`src/common/lc3b_types.sv`:
```
package lc3b_types;

typedef logic [15:0] lc3b_word;
typedef logic [2:0] lc3b_reg;
typedef logic [1:0] lc3b_mem_wmask;

// standard LC-3b opcode field values.
typedef enum logic [3:0] {
	op_br  = 4'b0000,
	op_add = 4'b0001,
	op_and = 4'b0101,
	op_ldr = 4'b0110,
	op_str = 4'b0111,
	op_not = 4'b1001,
	op_lea = 4'b1110
} lc3b_opcode;

typedef enum logic [1:0] {
	alu_add,
	alu_and,
	alu_not,
	alu_pass
} lc3b_aluop;

typedef struct packed {
	lc3b_opcode opcode;
	lc3b_aluop aluop;
	logic use_imm5;
	logic load_regfile;
	logic load_cc;
	logic mem_read;
	logic mem_write;
	logic is_branch;
	lc3b_reg dest_register;
	lc3b_reg sr1;
	lc3b_reg sr2;
} lc3b_control_word;

endpackage : lc3b_types
```
`src/common/mem_bus_if.sv`:
```
`timescale 1ns/1ps

interface mem_bus_if import lc3b_types::*; ();

	lc3b_word address;
	lc3b_word wdata;
	logic stb;
	logic cyc;
	logic write;
	lc3b_mem_wmask byte_enable;

	lc3b_word rdata;
	logic resp;
	logic retry;

	// request side, held until resp or retry.
	modport master (
		output address, wdata, stb, cyc, write, byte_enable,
		input rdata, resp, retry
	);

	modport slave (
		input address, wdata, stb, cyc, write, byte_enable,
		output rdata, resp, retry
	);

endinterface : mem_bus_if

```
`src/rtl/lc3b_core_top.sv`:
```
`timescale 1ns/1ps

module lc3b_core_top import lc3b_types::*; #(
	parameter lc3b_word RESET_PC = 16'h3000
) (
	input logic clk,
	input logic arst_n,
	output lc3b_word pmem_address,
	output lc3b_word pmem_wdata,
	output logic pmem_stb,
	output logic pmem_cyc,
	output logic pmem_write,
	output lc3b_mem_wmask pmem_byte_enable,
	input lc3b_word pmem_rdata,
	input logic pmem_resp,
	input logic pmem_retry
);

mem_bus_if imem_bus ();
mem_bus_if dmem_bus ();

cpu_datapath #(
	.RESET_PC(RESET_PC)
) datapath (
	.clk(clk),
	.arst_n(arst_n),
	.imem_bus(imem_bus.master),
	.dmem_bus(dmem_bus.master)
);

mem_arbiter arbiter (
	.clk(clk),
	.arst_n(arst_n),
	.imem_bus(imem_bus.slave),
	.dmem_bus(dmem_bus.slave),
	.pmem_address(pmem_address),
	.pmem_wdata(pmem_wdata),
	.pmem_stb(pmem_stb),
	.pmem_cyc(pmem_cyc),
	.pmem_write(pmem_write),
	.pmem_byte_enable(pmem_byte_enable),
	.pmem_rdata(pmem_rdata),
	.pmem_resp(pmem_resp),
	.pmem_retry(pmem_retry)
);

endmodule : lc3b_core_top

```
`src/rtl/mem_arbiter.sv`:
```
`timescale 1ns/1ps

module mem_arbiter import lc3b_types::*; (
	input logic clk,
	input logic arst_n,
	mem_bus_if.slave imem_bus,
	mem_bus_if.slave dmem_bus,
	output lc3b_word pmem_address,
	output lc3b_word pmem_wdata,
	output logic pmem_stb,
	output logic pmem_cyc,
	output logic pmem_write,
	output lc3b_mem_wmask pmem_byte_enable,
	input lc3b_word pmem_rdata,
	input logic pmem_resp,
	input logic pmem_retry
);

typedef enum logic [1:0] {grant_idle, grant_inst, grant_data} grant_t;

grant_t grant_q;
grant_t sel;
logic use_data;

// data side wins a tie when idle.
always_comb begin
	if (grant_q != grant_idle)
		sel = grant_q;
	else if (dmem_bus.cyc)
		sel = grant_data;
	else
		sel = grant_inst;
end

assign use_data = (sel == grant_data);

always_ff @(posedge clk or negedge arst_n) begin
	if (!arst_n)
		grant_q <= grant_idle;
	else if (pmem_resp || pmem_retry)
		grant_q <= grant_idle;
	else if (grant_q == grant_idle && (imem_bus.cyc || dmem_bus.cyc))
		grant_q <= sel;
end

assign pmem_address = use_data ? dmem_bus.address : imem_bus.address;
assign pmem_wdata = use_data ? dmem_bus.wdata : imem_bus.wdata;
assign pmem_stb = use_data ? dmem_bus.stb : imem_bus.stb;
assign pmem_cyc = use_data ? dmem_bus.cyc : imem_bus.cyc;
assign pmem_write = use_data ? dmem_bus.write : imem_bus.write;
assign pmem_byte_enable = use_data ? dmem_bus.byte_enable : imem_bus.byte_enable;

// losing master sees nothing and keeps waiting.
assign imem_bus.rdata = pmem_rdata;
assign imem_bus.resp = pmem_resp && !use_data;
assign imem_bus.retry = pmem_retry && !use_data;
assign dmem_bus.rdata = pmem_rdata;
assign dmem_bus.resp = pmem_resp && use_data;
assign dmem_bus.retry = pmem_retry && use_data;

endmodule : mem_arbiter

```
`src/cpu/cpu_datapath.sv`:
```
`timescale 1ns/1ps

module cpu_datapath import lc3b_types::*; #(
	parameter lc3b_word RESET_PC = 16'h3000
) (
	input logic clk,
	input logic arst_n,
	mem_bus_if.master imem_bus,
	mem_bus_if.master dmem_bus
);

typedef enum logic [1:0] {s_fetch, s_execute, s_memory, s_writeback} state_t;

state_t state;
lc3b_control_word ctrl;
lc3b_word pc, pc_plus2, pc_target, fetch_pc, if_addr, pf_buf, ir, mdr;
lc3b_word dm_addr, dm_wdata, mem_addr;
lc3b_word reg_a, reg_b, imm5, off6, off9, alu_b, alu_out, rf_in;
logic pf_valid, if_cyc, if_gap, if_discard;
logic consume, flush, if_start, br_taken;
logic dm_cyc, dm_gap, dm_write, rf_load;
logic [2:0] cc, next_cc;

control_rom decode (
	.instruction(ir),
	.ctrl(ctrl)
);

regfile regs (
	.clk(clk),
	.arst_n(arst_n),
	.load(rf_load),
	.dest(ctrl.dest_register),
	.in_data(rf_in),
	.src_a(ctrl.sr1),
	.src_b(ctrl.sr2),
	.reg_a(reg_a),
	.reg_b(reg_b)
);

// ****************************************
// operands and alu
// ****************************************
assign imm5 = {{11{ir[4]}}, ir[4:0]};
assign off6 = {{9{ir[5]}}, ir[5:0], 1'b0};
assign off9 = {{6{ir[8]}}, ir[8:0], 1'b0};
assign pc_plus2 = pc + 16'd2;
assign pc_target = pc_plus2 + off9;
assign mem_addr = reg_a + off6;

always_comb begin
	alu_b = ctrl.use_imm5 ? imm5 : reg_b;
	case (ctrl.aluop)
		alu_add: alu_out = reg_a + alu_b;
		alu_and: alu_out = reg_a & alu_b;
		alu_not: alu_out = ~reg_a;
		alu_pass: alu_out = pc_target;
	endcase
end

// loads write back one cycle after their resp.
assign rf_in = (state == s_writeback) ? mdr : alu_out;
assign rf_load = (state == s_execute && ctrl.load_regfile && !ctrl.mem_read) ||
	(state == s_writeback);
assign next_cc = rf_in[15] ? 3'b100 : ((rf_in == 16'h0000) ? 3'b010 : 3'b001);
assign br_taken = ctrl.is_branch && |(ir[11:9] & cc);

// ****************************************
// instruction fetch and prefetch buffer
// ****************************************
assign consume = (state == s_fetch) && pf_valid;
assign flush = (state == s_execute) && br_taken;
// next fetch starts as the buffered word moves to ir.
assign if_start = !if_cyc && !if_gap && (!pf_valid || consume) && !flush;

always_ff @(posedge clk or negedge arst_n) begin
	if (!arst_n) begin
		if_cyc <= 1'b0;
		if_gap <= 1'b0;
		if_discard <= 1'b0;
		pf_valid <= 1'b0;
		fetch_pc <= RESET_PC;
	end else begin
		if_gap <= 1'b0;
		if (if_cyc) begin
			if (imem_bus.resp) begin
				if_cyc <= 1'b0;
				if_discard <= 1'b0;
				if (!if_discard && !flush) begin
					pf_valid <= 1'b1;
					fetch_pc <= fetch_pc + 16'd2;
				end
			end else if (imem_bus.retry) begin
				if_cyc <= 1'b0;
				if_gap <= 1'b1;
				if_discard <= 1'b0;
			end
		end else if (if_start) begin
			if_cyc <= 1'b1;
		end
		if (consume)
			pf_valid <= 1'b0;
		// taken branch redirects fetch. an open request still ends but is dropped.
		if (flush) begin
			pf_valid <= 1'b0;
			fetch_pc <= pc_target;
			if (if_cyc && !imem_bus.resp && !imem_bus.retry)
				if_discard <= 1'b1;
		end
	end
end

always_ff @(posedge clk) begin
	if (if_start)
		if_addr <= fetch_pc;
	if (if_cyc && imem_bus.resp)
		pf_buf <= imem_bus.rdata;
	if (consume)
		ir <= pf_buf;
	if (state == s_execute) begin
		dm_addr <= mem_addr;
		dm_wdata <= reg_b;
	end
	if (state == s_memory && dmem_bus.resp)
		mdr <= dmem_bus.rdata;
end

// ****************************************
// sequencer
// ****************************************
always_ff @(posedge clk or negedge arst_n) begin
	if (!arst_n) begin
		state <= s_fetch;
		pc <= RESET_PC;
		cc <= 3'b010;
		dm_cyc <= 1'b0;
		dm_gap <= 1'b0;
		dm_write <= 1'b0;
	end else begin
		if (rf_load && ctrl.load_cc)
			cc <= next_cc;
		case (state)
			s_fetch: begin
				if (pf_valid)
					state <= s_execute;
			end
			s_execute: begin
				if (ctrl.mem_read || ctrl.mem_write) begin
					dm_cyc <= 1'b1;
					dm_write <= ctrl.mem_write;
					state <= s_memory;
				end else begin
					pc <= br_taken ? pc_target : pc_plus2;
					state <= s_fetch;
				end
			end
			s_memory: begin
				if (dm_gap) begin
					dm_gap <= 1'b0;
					dm_cyc <= 1'b1;
				end else if (dmem_bus.resp) begin
					dm_cyc <= 1'b0;
					dm_write <= 1'b0;
					if (dm_write) begin
						pc <= pc_plus2;
						state <= s_fetch;
					end else begin
						state <= s_writeback;
					end
				end else if (dmem_bus.retry) begin
					// one idle cycle, then the same request again.
					dm_cyc <= 1'b0;
					dm_gap <= 1'b1;
				end
			end
			s_writeback: begin
				pc <= pc_plus2;
				state <= s_fetch;
			end
		endcase
	end
end

assign imem_bus.address = if_addr;
assign imem_bus.wdata = 16'h0000;
assign imem_bus.stb = if_cyc;
assign imem_bus.cyc = if_cyc;
assign imem_bus.write = 1'b0;
assign imem_bus.byte_enable = 2'b11;

assign dmem_bus.address = dm_addr;
assign dmem_bus.wdata = dm_wdata;
assign dmem_bus.stb = dm_cyc;
assign dmem_bus.cyc = dm_cyc;
assign dmem_bus.write = dm_write;
assign dmem_bus.byte_enable = 2'b11;

endmodule : cpu_datapath

```
`src/cpu/control_rom.sv`:
```
`timescale 1ns/1ps

module control_rom import lc3b_types::*; (
	input lc3b_word instruction,
	output lc3b_control_word ctrl
);

lc3b_opcode opcode;

assign opcode = lc3b_opcode'(instruction[15:12]);

always_comb begin
	ctrl = '0;
	ctrl.opcode = opcode;
	ctrl.aluop = alu_pass;
	ctrl.dest_register = instruction[11:9];
	ctrl.sr1 = instruction[8:6];
	ctrl.sr2 = instruction[2:0];
	case (opcode)
		op_add: begin
			ctrl.aluop = alu_add;
			ctrl.use_imm5 = instruction[5];
			ctrl.load_regfile = 1'b1;
			ctrl.load_cc = 1'b1;
		end
		op_and: begin
			ctrl.aluop = alu_and;
			ctrl.use_imm5 = instruction[5];
			ctrl.load_regfile = 1'b1;
			ctrl.load_cc = 1'b1;
		end
		op_not: begin
			ctrl.aluop = alu_not;
			ctrl.load_regfile = 1'b1;
			ctrl.load_cc = 1'b1;
		end
		op_br: ctrl.is_branch = 1'b1;
		// lea leaves the condition codes alone.
		op_lea: ctrl.load_regfile = 1'b1;
		op_ldr: begin
			ctrl.mem_read = 1'b1;
			ctrl.load_regfile = 1'b1;
			ctrl.load_cc = 1'b1;
		end
		op_str: begin
			ctrl.mem_write = 1'b1;
			ctrl.sr2 = instruction[11:9];
		end
		default: ;
	endcase
end

endmodule : control_rom

```
`src/cpu/regfile.sv`:
```
`timescale 1ns/1ps

module regfile import lc3b_types::*; (
	input logic clk,
	input logic arst_n,
	input logic load,
	input lc3b_reg dest,
	input lc3b_word in_data,
	input lc3b_reg src_a,
	input lc3b_reg src_b,
	output lc3b_word reg_a,
	output lc3b_word reg_b
);

lc3b_word data [8];

always_ff @(posedge clk or negedge arst_n) begin
	if (!arst_n) begin
		for (int i = 0; i < 8; i++)
			data[i] <= 16'h0000;
	end else if (load) begin
		data[dest] <= in_data;
	end
end

// read ports see the old value during a write.
assign reg_a = data[src_a];
assign reg_b = data[src_b];

endmodule : regfile

```
`config.mk`:
```
export PLATFORM = sky130hd
export DESIGN_NAME = lc3b_core_top
export DESIGN_NICKNAME = d
export VERILOG_FILES = /design/src/common/lc3b_types.sv /design/src/common/mem_bus_if.sv /design/src/rtl/lc3b_core_top.sv /design/src/rtl/mem_arbiter.sv /design/src/cpu/cpu_datapath.sv /design/src/cpu/control_rom.sv /design/src/cpu/regfile.sv
export SDC_FILE = /design/constraint.sdc
export NUM_CORES = 1
export LEC_CHECK = 0
export BUFFER_PORTS_ARGS = -buffer_cell sky130_fd_sc_hd__buf_2
export CAP_MARGIN = 20
export CORE_UTILIZATION = 63
export CTS_CLUSTER_DIAMETER = 120
export DETAILED_ROUTE_END_ITERATION = 6
export GPL_TIMING_DRIVEN = 0
export PLACE_DENSITY = 0.81
export SLEW_MARGIN = 20
export SYNTH_ARGS = -nofsm -noshare
export SYNTH_HDL_FRONTEND = slang
export SYNTH_SLANG_ARGS = --single-unit
```
`constraint.sdc`:
```
create_clock -name clk -period 6.1 [get_ports clk]
set_clock_uncertainty 0.15 [all_clocks]
set_input_delay 1.22 -clock clk [delete_from_list [all_inputs] [get_ports clk]]
set_output_delay 1.22 -clock clk [all_outputs]
set_load 0.02 [all_outputs]
```
== Yosys cells after proc, flatten, opt, wreduce, memory -nomap -nowiden ==
Index checks and enable logic that the tools add are counted.
Word-level totals
  flip-flop bits (word level): 270
  output and inout bits: 37
  logic and storage cells: 195
Operators by class
  reduce and logical (&&, ||, !) cells: 59
  multiplexer cells: 75
  magnitude comparators: 4
  add/subtract/negate cells: 5
  equality and inequality tests: 20
  bitwise gates (word level): 6
Operators with widths (count)
  two-way mux 16 bit: 18
  bitwise mux 128 bit: 1
  binary-select mux 16 bit (select 3 bit): 2
  case mux 16 bit (4 select lines): 1
  adder 16 bit: 3
  demux 16 bit (select 3 bit): 1
  case mux 16 bit (3 select lines): 1
  two-way mux 1 bit: 35
  adder 16 x 2 -> 16 bit (second input constant): 2
  logical AND 1 bit: 20
  two-way mux 2 bit: 10
  AND 16 bit: 1
  zero test 16 bit: 1
  NOT 16 bit: 1
  == test 4 x 3 -> 1 bit (second input constant): 3
  >= comparator 4 bit (second input constant): 3
  NOT 3 -> 4 bit: 3
  AND reduction 3 bit: 4
  nonzero test 2 bit: 6
  nonzero test 3 bit: 4
  == test 2 bit (second input constant): 5
  zero test 1 bit: 9
  == test 4 bit (second input constant): 2
  case mux 2 bit (4 select lines): 1
  19 further kinds: 32

== Longest topological paths before layout ==
  word-level depth: 13
  mapped depth: 19
  depth with buffers taken out: 18

== Hierarchy ==
From an unflattened synthesis, not the netlist that was laid out.
Second synthesis, totals
  cells, all modules: 1324
  area, all modules: 16417.0 µm²
By module, submodules not included
  cpu_datapath: instances 1, cells each 816, area an instance 8227.9 µm², seq. area each 3910.0 µm²
  regfile: instances 1, cells each 393, area an instance 7000.5 µm², seq. area each 3203.1 µm²
  mem_arbiter: instances 1, cells each 90, area an instance 978.4 µm², seq. area each 50.0 µm²
  control_rom: instances 1, cells each 25, area an instance 210.2 µm², seq. area each 0.0 µm²

== Worst setup path after synthesis ==
No wires, ideal clock.
  path type: register to register
  start: register datapath.ir[14]
  end: register datapath.cc[0]
  setup slack: 712 ps
  arrival: 5119 ps
  path buffers: 2
  cell stages (with the launch flop): 19
  cell sequence: edfxtp_1 and3b_1 nand2_1 mux2i_1 buf_2 mux4_2 mux2_2 mux2_2 ha_1 or3_1 buf_2 or2_4 o221a_4 o31ai_4 a211oi_1 or3_1 o22a_4 or3_4 o21a_1
On the way
  word-level cells in the longest chain between the ends: 13
  elaborated cells between the ends (all ways): 36
RTL lines
  start, declared: RTL line cpu_datapath.sv:16  | lc3b_word pc, pc_plus2, pc_target, fetch_pc, if_addr, pf_buf, ir, mdr;
  start signal, assigned: RTL line cpu_datapath.sv:119  | ir <= pf_buf;
  == test 4 x 3 -> 1 bit *: RTL line control_rom.sv:19  | case (opcode)
  two-way mux 3 bit *: RTL line control_rom.sv:19
  NOT 3 -> 4 bit (not written as such) *: RTL line regfile.sv:28  | assign reg_b = data[src_b];
  binary-select mux 16 bit (select 3 bit) *: RTL line regfile.sv:28
  two-way mux 16 bit (not written as such) * (2 in a row): RTL line regfile.sv:28
  named net datapath.reg_b[6]: RTL line cpu_datapath.sv:18  | lc3b_word reg_a, reg_b, imm5, off6, off9, alu_b, alu_out, rf_in;
  two-way mux 16 bit *: RTL line cpu_datapath.sv:52  | alu_b = ctrl.use_imm5 ? imm5 : reg_b;
  adder 16 bit or AND 16 bit (tied branches): RTL line cpu_datapath.sv:54, cpu_datapath.sv:55
  case mux 16 bit (4 select lines) *: RTL line cpu_datapath.sv:53  | case (ctrl.aluop)
  two-way mux 16 bit *: RTL line cpu_datapath.sv:62  | assign rf_in = (state == s_writeback) ? mdr : alu_out;
  zero test 16 bit: RTL line cpu_datapath.sv:65  | assign next_cc = rf_in[15] ? 3'b100 : ((rf_in == 16'h0000) ? 3'b010 : 3'b001);
  two-way mux 2 bit: RTL line cpu_datapath.sv:65
  two-way mux 3 bit *: RTL line cpu_datapath.sv:65
  end signal, assigned: RTL line cpu_datapath.sv:141  | cc <= next_cc;
  end, declared: RTL line cpu_datapath.sv:22  | logic [2:0] cc, next_cc;
Mark *: on every way through the listed nets, which the timed path passes. The rest lies on a longest branch. The select of a mux whose other input is x is not followed.
A chain may end at the register's enable or synchronous reset.

== Final worst setup path ==
Ends and elaborated chain as after synthesis.

==> run metrics <==
status finished clean; Main synth FF type dfrtp_1; pin slew with the least headroom to its limit 1.11 ns; RSZ-0062 raised after global routing no; port bufs 54; vias 11.6k; Final Instance Area 17200 sq um; Hold EP datapath.ir[1]$_DFFE_PP_; wire per inst 23.9 um; flop2flop setup slack 0.12 ns; Slew Viols, Final 0; Max clock buf depth 3; H-tree levels 1; CTS tree yes; total wire length 41700 um; Worst slew margin 25.4%; cell family with most CP delay simple AND/OR/NAND/NOR gates; Post-DP Area 16200 sq um; clk_lat worst skew 0.57 ns; GP Congestion 0.948; row count 56; total core area 23800 sq um; Post-synth EDFFs 95; Total Routing Usage GR 34.1%; required time of the critical path 6.40 ns; Final Setup Violations 0; initial antenna violation count 1; critical path depth 17; CTS root buf clkbuf_16; Mean Syn Cell Area 11.8 sq um; antenna-violating nets left 0; CP most frequent cell mux2_2; Syn-to-layout area delta 11.5%; Worst EP arrival 6.28 ns; Final period util 98.0%; CTS buffer count 28; reg-to-reg endpoint datapath.cc[0]$_DFFE_PN0P_; via/cell ratio 6.66; fillers 1592; chip width 159 um; Synth cell types 85; Die Height 159 um; CTS sink cnt 267; worst min path class flip-flop to flip-flop; critical-path cell list and3b_1, nand2_2, mux2i_4, buf_4, mux4_2, mux2_2, mux2_2, ha_1, o21ai_0, o21bai_1, nand4_1, a31oi_1, nor2_1, and3_1, o32a_2, or3_4, o21a_1; worst r2r src datapath.ir[14]$_DFFE_PP_; final hold vios 0; Setup Crit Path Kind flip-flop to flip-flop; number of diodes 0; Buf+Inv Stages, Crit Path 1; largest net degree at the start of global routing 93; slowest CP cell mux4_2; CP startpoint kind flip-flop; fraction of layout cells with a size suffix above 1 27.2%; ys async rst share 64.4%; Seq/Total Area, Yosys 46.3%; Final Net Count 1481; Pwr Density 631 nW/um^2; Mapped Area 15500 sq um; router iterations before antenna repair 5; worst hold slack 0.269 ns; Ys Warns 0; Hold Path Depth 0; IO Pins 57; Setup TNS 0 ns; Remaining DRCs 0; max-cap violations 0; R2R cell count 17; maximum vdd drop 0.315 mV; Die ar. 25200 sq um; Cells after Synth 1314; Crit. End Element flip-flop; Pleak 7.22 nW; global route total overflow 0; number of global-route vias before repair 11.1k; clock slew at reported path FFs 0.07 ns; most frequent cells in the layout dfrtp_1 (167), mux2_2 (154), nand2_1 (126), edfxtp_1 (95); Final min period 5.98 ns; Synth Register Bits 267; global-route wire length before repair 63200 um; CP peak stage delay 0.53 ns; Initial DRC Count 1313; FMAX 167 MHz; starting density of the core 65.1%; fin util 72.6%; most common cell after layout, fill and taps aside dfrtp_1; Hold Crit Start datapath.pf_buf[1]$_DFFE_PP_; CP Max Fanout 10; DP Wirelength 29800 um
==> flip-flops by register name, summed over array words and instances (netlist names), 2 cells and up <==
signal and count:
datapath.ir 16, arbiter.grant_q 2, datapath.dmem_bus.wdata 16, datapath.state 2, datapath.regs.data 128, datapath.dmem_bus.address 16
datapath.pf_buf 16, datapath.mdr 16, datapath.fetch_pc 15, datapath.imem_bus.address 15, datapath.cc 3, datapath.pc 15
==> layout make-up <==
class	instances	area [sq um]	share of cell area [%]
Timing Repair Buffer	58	348	2.02
Multi-Input combinational cell	942	7930	46.0
Inverter	39	146	0.849
Tap cell	319	399	2.31
Clock buffer	30	718	4.16
Buffer	67	293	1.70
Clock inverter	22	248	1.44
Sequential cell	267	7160	41.5
==> worst reg2reg max path, cell delays in order (launching register included) <==
cell and delay (ns):
edfxtp_1 0.47, and3b_1 0.30, nand2_2 0.23, mux2i_4 0.37, buf_4 0.34, mux4_2 0.54
mux2_2 0.33, mux2_2 0.30, ha_1 0.35, o21ai_0 0.13, o21bai_1 0.39, nand4_1 0.24
a31oi_1 0.33, nor2_1 0.14, and3_1 0.20, o32a_2 0.46, or3_4 0.42, o21a_1 0.19
==> logic make-up (layout without fill, tap and decap cells) <==
logic type      Yosys count  after routing  share of synthesized area (%)
xor+xnor                 50             50                           2.83
simple gates            363            363                           11.6
fa+ha+maj                58             58                           4.84
flops                   267            267                           46.3
buf+inv                 106            216                           2.76
other cells               1              2                         0.0243
mux                     227            227                           21.1
compound gates          242            242                           10.5
==> how the worst max path moves through the flow <==
stage,start,end,slack (ns)
finish,datapath.ir[14]$_DFFE_PP_,datapath.cc[0]$_DFFE_PN0P_,0.12
global route,datapath.ir[14]$_DFFE_PP_,datapath.cc[0]$_DFFE_PN0P_,0.02
CTS,datapath.ir[15]$_DFFE_PP_,datapath.cc[0]$_DFFE_PN0P_,0.07
detailed placement,datapath.ir[14]$_DFFE_PP_,datapath.cc[0]$_DFFE_PN0P_,-0.42
global placement,datapath.ir[14]$_DFFE_PP_,datapath.cc[0]$_DFFE_PN0P_,-0.30
floorplan,datapath.ir[14]$_DFFE_PP_,datapath.cc[0]$_DFFE_PN0P_,0.71
==> through the flow <==
stage | power (mW) | std cells | setup slack [ns]
2_1_floorplan | 7.16 | 1315 | 0.712
3_3_place_gp | 8.68 | 1688 | -0.303
3_5_place_dp | 8.89 | 1692 | -0.423
4_1_cts | 10.7 | 1744 | 0.0716
5_1_grt | 11.5 | 1744 | 0.0214
6_report | 10.9 | 1744 | 0.119
==> layer usage <==
metal | global-route usage, % | routed length, um | vias to the layer above
met3 | 6.78 | 4060 | 113
met4 | 11.4 | 1260 | 2
li1 | - | - | 5098
met1 | 48.3 | 17400 | 5803
met5 | 0 | 12 | -
met2 | 52.8 | 19000 | 597
==> power breakdown <==
group          leakage [nW]  total (mW)  internal (mW)  switching, mW
registers              3.05        3.27           2.74          0.537
clock network         0.466        1.79           1.03          0.755
logic                  3.71        5.82           2.39           3.43
total                  7.22        10.9           6.16           4.73
==> synth_stat cells (5+ instances only) <==
cell type | instances | share of area (%)
dfrtp_1 | 167 | 27
mux2_2 | 154 | 11
nand2_1 | 127 | 3.1
edfxtp_1 | 95 | 18
a21oi_1 | 70 | 2.3
nor2_1 | 69 | 1.7
mux4_2 | 64 | 9.3
ha_1 | 55 | 4.5
o21ai_0 | 54 | 1.7
clkbuf_1 | 45 | 1.1
inv_1 | 39 | 0.95
xnor2_1 | 29 | 1.6
and2_1 | 25 | 1.0
nand3_1 | 23 | 0.74
nor3_1 | 23 | 0.74
xor2_1 | 21 | 1.2
nand2b_1 | 14 | 0.57
buf_2 | 13 | 0.42
and3_1 | 12 | 0.49
a21o_1 | 10 | 0.49
o31ai_1 | 10 | 0.49
mux2i_1 | 9 | 0.58
nor2b_1 | 9 | 0.36
o21a_1 | 9 | 0.44
or3_1 | 9 | 0.36
nand4_1 | 8 | 0.32
a211oi_1 | 7 | 0.34
a221oi_1 | 7 | 0.40
o22a_1 | 7 | 0.40
a31oi_1 | 6 | 0.24
nor4_1 | 6 | 0.24
or2_2 | 6 | 0.24
buf_1 | 5 | 0.12
dfstp_2 | 5 | 0.85
nor3b_1 | 5 | 0.24
==> timing repair <==
item | in CTS | in global routing
hold buffers | 0 | 0
pin swaps | 0 | 0
setup endpoints to repair | 35 | 7
gates resized for setup | 11 | 4
setup buffers | 0 | 0
Note: power is estimated with default switching activity, not from simulation.
